$ cat src/design/busPkg.sv
// CPU bus types shared by the glue RTL and its testbench; import where bus signals are handled
package busPkg;

    // Byte address as driven by the 68010 (A23..A0, A0 implied by the data strobes)
    typedef logic [23:0] cpuAddr_t;

    // Function code pins FC2..FC0
    typedef logic [2:0] funcCode_t;

    // Interrupt priority level, zero when nothing is pending
    typedef logic [2:0] intLevel_t;

    // Function code of an interrupt acknowledge (CPU space) cycle
    localparam funcCode_t FC_INT_ACK = 3'b111;

    // One sampled bus state, 31 bits
    typedef struct packed {
        cpuAddr_t  addr;
        logic      readNotWrite; // High for a read
        logic      upperN;       // UDS, active low
        logic      lowerN;       // LDS, active low
        funcCode_t fc;
        logic      active;       // AS asserted
    } busCycle_t;

endpackage

$ cat src/design/mapPkg.sv
// Memory map of the video board and the decoded select bundle; used by the decoder and strobe logic
package mapPkg;

    // Memory map
    //   A23..A22 = 00  ROM, bank by A17..A16, reads only
    //   A23..A22 = 01  Work RAM, A12 low ram0, A12 high ram1
    //   A23..A22 = 10  Video bus, split by A21..A20
    //       00  control registers by A19..A17, lower byte writes only
    //       01  unmapped
    //       10  VRAM, slow
    //       11  CRAM, slow
    //   A23..A22 = 11  I/O by A19..A17, slow

    typedef logic [1:0] region_t;

    localparam region_t REGION_ROM   = 2'b00;
    localparam region_t REGION_RAM   = 2'b01;
    localparam region_t REGION_VIDEO = 2'b10;
    localparam region_t REGION_IO    = 2'b11;

    // Video bus sub regions from A21..A20
    localparam region_t VID_REGS = 2'b00;
    localparam region_t VID_NONE = 2'b01;
    localparam region_t VID_VRAM = 2'b10;
    localparam region_t VID_CRAM = 2'b11;

    typedef logic [3:0] romBank_t; // One-hot active low

    // Bit 0 hscroll, 1 vscroll, 2 playfield special, 3 misc,
    // 4 watchdog, 5 vblank ack, 6 unlock, 7 unused
    typedef logic [7:0] regSel_t;

    // Bit 0 input port, 1 sound read, 2 sound write, 3 EEPROM, 4..7 spare
    typedef logic [7:0] ioSel_t;

    typedef struct packed {
        romBank_t rom;
        logic     ram0N;
        logic     ram1N;
        logic     vramN;
        logic     cramN;
        regSel_t  regs;
        ioSel_t   io;
        logic     slow;  // Region needs wait states
        logic     valid; // A cycle is being decoded
    } mapSel_t;

    // Nothing selected, no cycle
    localparam mapSel_t SEL_IDLE = '{
        rom:   4'hF,
        ram0N: 1'b1,
        ram1N: 1'b1,
        vramN: 1'b1,
        cramN: 1'b1,
        regs:  8'hFF,
        io:    8'hFF,
        slow:  1'b0,
        valid: 1'b0
    };

endpackage

$ cat src/design/busSampler.sv
// Input stage of the bus glue; registers the CPU bus on VRAC2 and encodes the interrupt lines
module busSampler (
    input  logic               VRAC2,
    input  logic               rst,
    input  busPkg::cpuAddr_t   addr,
    input  logic               rdWrN,
    input  logic               asN,
    input  logic               udsN,
    input  logic               ldsN,
    input  busPkg::funcCode_t  fc,
    input  logic               soundIntN,
    input  logic               vblankIntN,
    input  logic               int3N,
    input  logic               joystickIntN,
    input  logic               int1N,
    output busPkg::busCycle_t  cycle,
    output busPkg::intLevel_t  iplN
);

    import busPkg::*;

    intLevel_t pendLevel;

    // Priority encoder, later lines override earlier ones
    always_comb begin
        pendLevel = 3'd0;
        if (!int1N) begin
            pendLevel = 3'd1;
        end
        if (!joystickIntN) begin
            pendLevel = 3'd2;
        end
        if (!int3N) begin
            pendLevel = 3'd3;
        end
        if (!vblankIntN) begin
            pendLevel = 3'd4;
        end
        if (!soundIntN) begin
            pendLevel = 3'd6; // Sound wins over everything
        end
    end

    always_ff @(posedge VRAC2) begin
        if (rst) begin
            cycle.active <= 1'b0;
            iplN         <= 3'b111;
        end else begin
            cycle.addr         <= addr;
            cycle.readNotWrite <= rdWrN;
            cycle.upperN       <= udsN;
            cycle.lowerN       <= ldsN;
            cycle.fc           <= fc;
            cycle.active       <= ~asN; // Strobe becomes an active flag
            iplN               <= ~pendLevel; // IPL pins are inverted
        end
    end

endmodule

$ cat src/design/addressDecoder.sv
// Memory map decoder; turns a sampled bus cycle into registered active-low chip selects
module addressDecoder (
    input  logic              VRAC2,
    input  logic              rst,
    input  busPkg::busCycle_t cycle,
    output mapPkg::mapSel_t   sel,
    output busPkg::busCycle_t cycleDly
);

    import busPkg::*;
    import mapPkg::*;

    mapSel_t nextSel;
    logic    intAck;
    logic    lowerWrite;

    assign intAck     = (cycle.fc == FC_INT_ACK);
    assign lowerWrite = ~cycle.readNotWrite & ~cycle.lowerN;

    always_comb begin
        nextSel       = SEL_IDLE;
        nextSel.valid = cycle.active;

        // CPU space cycles touch no memory
        if (cycle.active && !intAck) begin
            case (region_t'(cycle.addr[23:22]))
                REGION_ROM: begin
                    if (cycle.readNotWrite) begin
                        nextSel.rom[cycle.addr[17:16]] = 1'b0;
                    end
                end
                REGION_RAM: begin
                    nextSel.ram0N = cycle.addr[12];  // A12 low
                    nextSel.ram1N = ~cycle.addr[12]; // A12 high
                end
                REGION_VIDEO: begin
                    case (region_t'(cycle.addr[21:20]))
                        VID_REGS: begin
                            // Registers are write only, lower byte lane
                            if (lowerWrite && cycle.addr[19:17] != 3'd7) begin
                                nextSel.regs[cycle.addr[19:17]] = 1'b0;
                            end
                        end
                        VID_NONE: begin
                            // Unmapped, acked fast with nothing selected
                        end
                        VID_VRAM: begin
                            nextSel.vramN = 1'b0;
                            nextSel.slow  = 1'b1;
                        end
                        VID_CRAM: begin
                            nextSel.cramN = 1'b0;
                            nextSel.slow  = 1'b1;
                        end
                    endcase
                end
                REGION_IO: begin
                    // Only the low four device codes exist
                    if (!cycle.addr[19]) begin
                        nextSel.io[cycle.addr[19:17]] = 1'b0;
                    end
                    nextSel.slow = 1'b1;
                end
            endcase
        end
    end

    // Selects and the cycle that produced them stay aligned
    always_ff @(posedge VRAC2) begin
        if (rst) begin
            sel             <= SEL_IDLE;
            cycleDly.active <= 1'b0;
        end else begin
            sel      <= nextSel;
            cycleDly <= cycle;
        end
    end

endmodule

$ cat src/design/strobeGen.sv
// Output stage of the bus glue; qualifies selects with the byte strobes and answers DTACK or VPA
module strobeGen #(
    parameter int WAIT_STATES = 2
) (
    input  logic              VRAC2,
    input  logic              rst,
    input  mapPkg::mapSel_t   sel,
    input  busPkg::busCycle_t cycleDly,
    input  logic              waitN,
    output mapPkg::romBank_t  romN,
    output logic              ram0N,
    output logic              ram1N,
    output logic              vramRdN,
    output logic              vramWrN,
    output logic              cramWrN,
    output mapPkg::regSel_t   regN,
    output mapPkg::ioSel_t    ioN,
    output logic              writeHighN,
    output logic              writeLowN,
    output logic              readLowN,
    output logic              dtackN,
    output logic              vpaN
);

    import busPkg::*;

    // Wide enough to hold WAIT_STATES itself
    localparam int CNT_W = $clog2(WAIT_STATES + 2);
    localparam logic [CNT_W-1:0] WAIT_CNT = CNT_W'(WAIT_STATES);

    typedef enum logic [1:0] {
        stIdle,
        stWaiting,
        stAcked
    } ackState_t;

    ackState_t        state;
    logic [CNT_W-1:0] waitCnt;
    logic             waitQ;
    logic             intAck;
    logic             waitDone;

    // Byte lane strobes, only inside a sampled cycle
    assign writeHighN = ~(cycleDly.active & ~cycleDly.readNotWrite & ~cycleDly.upperN);
    assign writeLowN  = ~(cycleDly.active & ~cycleDly.readNotWrite & ~cycleDly.lowerN);
    assign readLowN   = ~(cycleDly.active & cycleDly.readNotWrite & ~cycleDly.lowerN);

    assign romN    = sel.rom;
    assign ram0N   = sel.ram0N;
    assign ram1N   = sel.ram1N;
    assign regN    = sel.regs;
    assign ioN     = sel.io;
    assign vramRdN = sel.vramN | readLowN;
    assign vramWrN = sel.vramN | writeLowN; // Video RAMs sit on the low lane
    assign cramWrN = sel.cramN | writeLowN;

    assign intAck   = (cycleDly.fc == FC_INT_ACK);
    assign waitDone = (waitCnt >= WAIT_CNT) && waitQ;

    always_ff @(posedge VRAC2) begin
        if (rst) begin
            state   <= stIdle;
            waitCnt <= '0;
            waitQ   <= 1'b1;
            dtackN  <= 1'b1;
            vpaN    <= 1'b1;
        end else begin
            waitQ <= waitN; // Video hardware wait is asynchronous to the cycle
            case (state)
                stIdle: begin
                    if (sel.valid) begin
                        if (intAck) begin
                            vpaN  <= 1'b0; // Autovector, same timing as fast memory
                            state <= stAcked;
                        end else if (!sel.slow || (WAIT_STATES == 0 && waitQ)) begin
                            dtackN <= 1'b0;
                            state  <= stAcked;
                        end else begin
                            waitCnt <= CNT_W'(1);
                            state   <= stWaiting;
                        end
                    end
                end
                stWaiting: begin
                    if (!cycleDly.active) begin
                        state <= stIdle; // Cycle aborted
                    end else if (waitDone) begin
                        dtackN <= 1'b0;
                        state  <= stAcked;
                    end else if (waitCnt < WAIT_CNT) begin
                        waitCnt <= waitCnt + 1'b1;
                    end
                end
                stAcked: begin
                    // Hold the answer until the strobe drops
                    if (!cycleDly.active) begin
                        dtackN <= 1'b1;
                        vpaN   <= 1'b1;
                        state  <= stIdle;
                    end
                end
                default: begin
                    state <= stIdle;
                end
            endcase
        end
    end

endmodule

$ cat src/design/videoBusGlue.sv
// Top level of the CPU bus glue; connects sampler, map decoder and strobe generator
module videoBusGlue #(
    parameter int WAIT_STATES = 2
) (
    input  logic              VRAC2,
    input  logic              rst,
    input  busPkg::cpuAddr_t  addr,
    input  logic              rdWrN,
    input  logic              asN,
    input  logic              udsN,
    input  logic              ldsN,
    input  busPkg::funcCode_t fc,
    input  logic              soundIntN,
    input  logic              vblankIntN,
    input  logic              int3N,
    input  logic              joystickIntN,
    input  logic              int1N,
    input  logic              waitN,
    output mapPkg::romBank_t  romN,
    output logic              ram0N,
    output logic              ram1N,
    output logic              vramRdN,
    output logic              vramWrN,
    output logic              cramWrN,
    output mapPkg::regSel_t   regN,
    output mapPkg::ioSel_t    ioN,
    output logic              writeHighN,
    output logic              writeLowN,
    output logic              readLowN,
    output logic              dtackN,
    output logic              vpaN,
    output busPkg::intLevel_t iplN
);

    import busPkg::*;
    import mapPkg::*;

    busCycle_t cycle;    // One edge after the pins
    busCycle_t cycleDly; // Aligned with sel
    mapSel_t   sel;

    busSampler sampler (
        .VRAC2        (VRAC2),
        .rst          (rst),
        .addr         (addr),
        .rdWrN        (rdWrN),
        .asN          (asN),
        .udsN         (udsN),
        .ldsN         (ldsN),
        .fc           (fc),
        .soundIntN    (soundIntN),
        .vblankIntN   (vblankIntN),
        .int3N        (int3N),
        .joystickIntN (joystickIntN),
        .int1N        (int1N),
        .cycle        (cycle),
        .iplN         (iplN)
    );

    addressDecoder decoder (
        .VRAC2    (VRAC2),
        .rst      (rst),
        .cycle    (cycle),
        .sel      (sel),
        .cycleDly (cycleDly)
    );

    strobeGen #(
        .WAIT_STATES (WAIT_STATES)
    ) strobes (
        .VRAC2      (VRAC2),
        .rst        (rst),
        .sel        (sel),
        .cycleDly   (cycleDly),
        .waitN      (waitN),
        .romN       (romN),
        .ram0N      (ram0N),
        .ram1N      (ram1N),
        .vramRdN    (vramRdN),
        .vramWrN    (vramWrN),
        .cramWrN    (cramWrN),
        .regN       (regN),
        .ioN        (ioN),
        .writeHighN (writeHighN),
        .writeLowN  (writeLowN),
        .readLowN   (readLowN),
        .dtackN     (dtackN),
        .vpaN       (vpaN)
    );

endmodule

$ cat config.mk
export PLATFORM = sky130hd
export DESIGN_NAME = videoBusGlue
export DESIGN_NICKNAME = d
export VERILOG_FILES = /design/src/design/busPkg.sv /design/src/design/mapPkg.sv /design/src/design/busSampler.sv /design/src/design/addressDecoder.sv /design/src/design/strobeGen.sv /design/src/design/videoBusGlue.sv
export SDC_FILE = /design/constraint.sdc
export NUM_CORES = 1
export LEC_CHECK = 0
export ABC_CLOCK_PERIOD_IN_PS = 2200
export BUFFER_PORTS_ARGS = -buffer_cell sky130_fd_sc_hd__buf_2
export CELL_PAD_IN_SITES_DETAIL_PLACEMENT = 1
export CELL_PAD_IN_SITES_GLOBAL_PLACEMENT = 2
export CORE_ASPECT_RATIO = 0.5
export CORE_MARGIN = 2
export CORE_UTILIZATION = 33
export DETAILED_ROUTE_END_ITERATION = 8
export PLACE_DENSITY_LB_ADDON = 0.1
export SLEW_MARGIN = 20
export SYNTH_ARGS = -nofsm -noshare
export SYNTH_HDL_FRONTEND = slang
export SYNTH_SLANG_ARGS = --single-unit
$ cat constraint.sdc
create_clock -name VRAC2 -period 2.2 [get_ports VRAC2]
set_input_delay 0.55 -clock VRAC2 [delete_from_list [all_inputs] [get_ports VRAC2]]
set_output_delay 0.55 -clock VRAC2 [all_outputs]
set_load 0.05 [all_outputs]
==> impl_summary.md <==
Finish
0 antenna diodes ended up in the layout. The final instance count without filler cells is ~300. Leaving out fill and tap cells, the most frequent cell in the layout is sky130_fd_sc_hd__buf_2.

The library cells used most frequently in the layout, excluding fill and tap cells, are sky130_fd_sc_hd__buf_2 (56), sky130_fd_sc_hd__dfxtp_1 (37), sky130_fd_sc_hd__edfxtp_1 (21). The post-layout instance area is between 2000 and 3000 um^2. Cells with a size suffix above 1 make up between 30% and 40% of the layout. The post-layout net count is approximately 250.

The final core utilization is between 40 and 50%. The area added between synthesis and finish is 25.2%.

Logic synthesis
During synthesis, Yosys emitted a total of 0 warnings. By area the synthesized netlist is led by sky130_fd_sc_hd__dfxtp_1 (36%), sky130_fd_sc_hd__edfxtp_1 (30%), sky130_fd_sc_hd__buf_4 (7.6%), sky130_fd_sc_hd__nand4_1 (3.3%), sky130_fd_sc_hd__nand2_1 (2.0%). Synthesis produced a netlist whose cell count is approximately 170. The synthesized design devotes to its leading area cell type a little over a third of total area. The synthesized design spends more area on one cell type than any other, namely sky130_fd_sc_hd__dfxtp_1.

The fraction of the yosys area taken by sequential cells is about two thirds. The count of unique library cells instantiated by Yosys is 39. A synthesized cell averages around 12 um^2. The post-synthesis register bit count is 58.

The cell area after technology mapping is ~2100 um^2.

Floorplan
The horizontal extent of the die is between 100 and 150 um. The area enclosed by the die boundary is 6960 um^2. The core box area is between 6000 and 7000 um^2. The initial standard-cell utilization of the core is 34.2%. The floorplan has 20 rows.

The I/O pin count is 72. The height of the die is 60.0 um.

Placed design
The number of cells after detailed placement is between 200 and 300. After detailed placement, the total cell area comes to 2300 um^2. The routability congestion estimate from global placement is 0.689. The number of buffers added on ports is 56. The HPWL after detailed placement is about 2700 um.

Clocking
The number of levels in the clock H-tree is 3. The TritonCTS sink count is 58. The CTS tree is built. In this run the clock root is driven by a sky130_fd_sc_hd__clkbuf_16. Clock latency on the worst-skew pair, taken at its later pin, is roughly 0.32 ns. The setup fix buffers added after clock tree synthesis is 0. TritonCTS created 9 clock buffers.

The maximum buffer depth of the clock tree is 2. The clock-pin slew of the registers on the worst-case setup and hold paths is 0.05 ns. After clock tree synthesis, the repair step resized 0 gates. After clock tree synthesis, the flow added hold-fix buffers numbering 0.

Power
The worst-case IR drop observed on VDD is about 0.42 mV. In this run the power density over the cells is slightly above 1000 nW/um^2. The analysis attributes to cell leakage a power of a little under 0.001 uW.

Min path
The cell depth of the worst min-delay path is 1. The end point of the most critical hold path is sampler.cycle[6]. The worst hold path begins at rdWrN. The worst hold path belongs to the class input pin to flip-flop.

Worst setup path
In this run the worst path has a maximum fanout of 5. The worst flop-to-flop path startpoint is sampler.cycle[29]. STA classifies the critical path startpoint as a flip-flop. The endpoint identified for the worst register-to-register timing path is decoder.sel[14]. The worst setup path is captured at a primary output. For flop-to-flop paths, the worst setup slack is approximately 0.67 ns.

The data required time at the worst endpoint is around 1.7 ns. The count of buffering cells on the critical path with inverters included is 2. The critical path goes through inv_2 -> nor3_1 -> nand2b_1 -> buf_2. The kind of cell with the highest combined delay along the critical path is simple AND/OR/NAND/NOR gates. The data arrival at the endpoint of the critical path is 1.47 ns.

The slowest cell on the critical path is sky130_fd_sc_hd__dfxtp_1. Counting cells, the worst reg-to-reg path comes to 2. On the worst path, the slowest cell contributes a delay of slightly above 0.4 ns.

The critical path is of the flip-flop to primary output type.

Route
Wires add up to ~3900 um. The first detailed-routing pass ran for 4 iterations. The detailed router finished its first iteration with 62 violations.

The number of antenna-violating nets in the routed design is 0. Dividing the detail-routed wire length by the instance count gives between 10 and 15 um. The overall via count from detail_route is 1314. In the routed design, unresolved DRC markers number 0. The via density per instance is between 4 and 5.

Global routing
The number of global-route vias before repair came to 1277. The global-route wire length before repair is around 6100 um. Summed over all layers, the global routing overflow is 0. The initial antenna violation count is 0. Global routing consumed, over all layers together, about an eighth of the routing resources. Entering global routing, the biggest net connects 25 pins.

STA
The final setup violation count is 0. Static timing analysis puts the maximum clock frequency at between 0.4 and 0.5 GHz. The setup total negative slack is 0 ns. Across the routed clock network, the largest skew measured is between 0.006 and 0.007 ns. The transition time at the pin with the least slew margin is about 0.65 ns. The share of the clock period used by the worst path is slightly above 90%. The final count of pins violating max slew is 0.

The post-route minimum period is roughly 2.0 ns. The final hold violation count is 0. The headroom to the max-slew limit is a little under three fifths.

Setup repair after global routing left no endpoint under its margin.

Job
The number of max-cap violations is 0.

Status
The run finished with clean final reports.
## cell families (layout without fill, tap and decap cells)
group / after synthesis / count (layout) / share of synthesized area [%]
muxes: 1 / 1 / 0.483
buffers and inverters: 32 / 81 / 9.97
AOI/OAI and AO/OA: 13 / 13 / 5.38
adders and majority gates: 1 / 1 / 0.604
other: 1 / 5 / 0.181
and+or+nand+nor: 60 / 60 / 17.2
DFF: 58 / 58 / 66.2
## worst register-to-register path: stages, from the launching register on
cell and delay [ns]:
sky130_fd_sc_hd__edfxtp_1 0.54, sky130_fd_sc_hd__nor4_2 0.62, sky130_fd_sc_hd__nand4_1 0.21
## worst max-delay path by stage
stage          slack, ns           startpoint  cells after the start             end
2_1_floorplan       0.24  decoder.cycleDly[4]                      2         vramRdN
3_3_place_gp        0.44                  rst                      5  decoder.sel[4]
4_1_cts             0.12       decoder.sel[0]                      4         cramWrN
6_report            0.18       decoder.sel[0]                      4         cramWrN
5_1_grt             0.02       decoder.sel[0]                      4         cramWrN
3_5_place_dp        0.39                  rst                      5  decoder.sel[4]
## flip-flops by register name, indices dropped and copies added, names as in the netlist
signal and flops:
decoder.sel 26, sampler.cycle 16, decoder.cycleDly 6, sampler.iplN 3
strobes.state 2, strobes.waitCnt 2, strobes.dtackN 1, strobes.vpaN 1
strobes.waitQ 1
## area by class of cell
cell class                 count  area [um^2]
tap                           88          110
clock inverter                 3         38.8
timing repair buffer          56          280
multi-input combinational     80          508
clock buffer                  13          250
inverter                       9         33.8
sequential                    58         1370
fill                         689         3460
## stage by stage
step	power (uW)	setup slack, ns	hold WS, ns
after global routing	2760	0.0194	0.388
after global placement	1340	0.437	0.402
final	2650	0.182	0.403
after floorplan	1300	0.236	0.400
after detailed placement	1340	0.394	0.411
after CTS	2690	0.123	0.387
## where the power goes
group	switching [uW]	leakage (uW)	internal [uW]	total, uW
sequential	30.6	0.000508	1160	1200
clock	430	0.000141	899	1330
combinational	88.1	0.000334	40.5	129
total	549	0.000983	2100	2650
## metal layers
| layer | routed length, um | part of all wire (%) | vias to the layer above | track usage, % |
|---|---|---|---|---|
| li1 | - | - | 664 | - |
| met1 | 1840 | 48 | 607 | 14.6 |
| met2 | 1670 | 43 | 37 | 17.5 |
| met3 | 303 | 7.8 | 6 | 8.11 |
| met4 | 42 | 1.1 | 0 | 7.14 |
| met5 | 0 | 0 | - | 0 |
## cell usage after synthesis (all sizes together)
master   instances
o211ai           1
nand4bb          1
a31oi            1
o311ai           1
nor4             1
edfxtp          21
o31ai            1
nand2           11
o31a             1
nand4           11
nor4b            1
nand3b           2
conb             1
a2111oi          2
o41ai            1
mux2i            1
or2              2
o21a             1
nor2b            5
o21ai            3
nand4b           4
and3b            1
nand3            4
inv              9
dfxtp           37
ha               1
or3              1
nor2             7
nand2b           4
a21oi            1
clkbuf           1
and3             2
nor3             3
buf             22
Power figures use the tool's default switching activity.
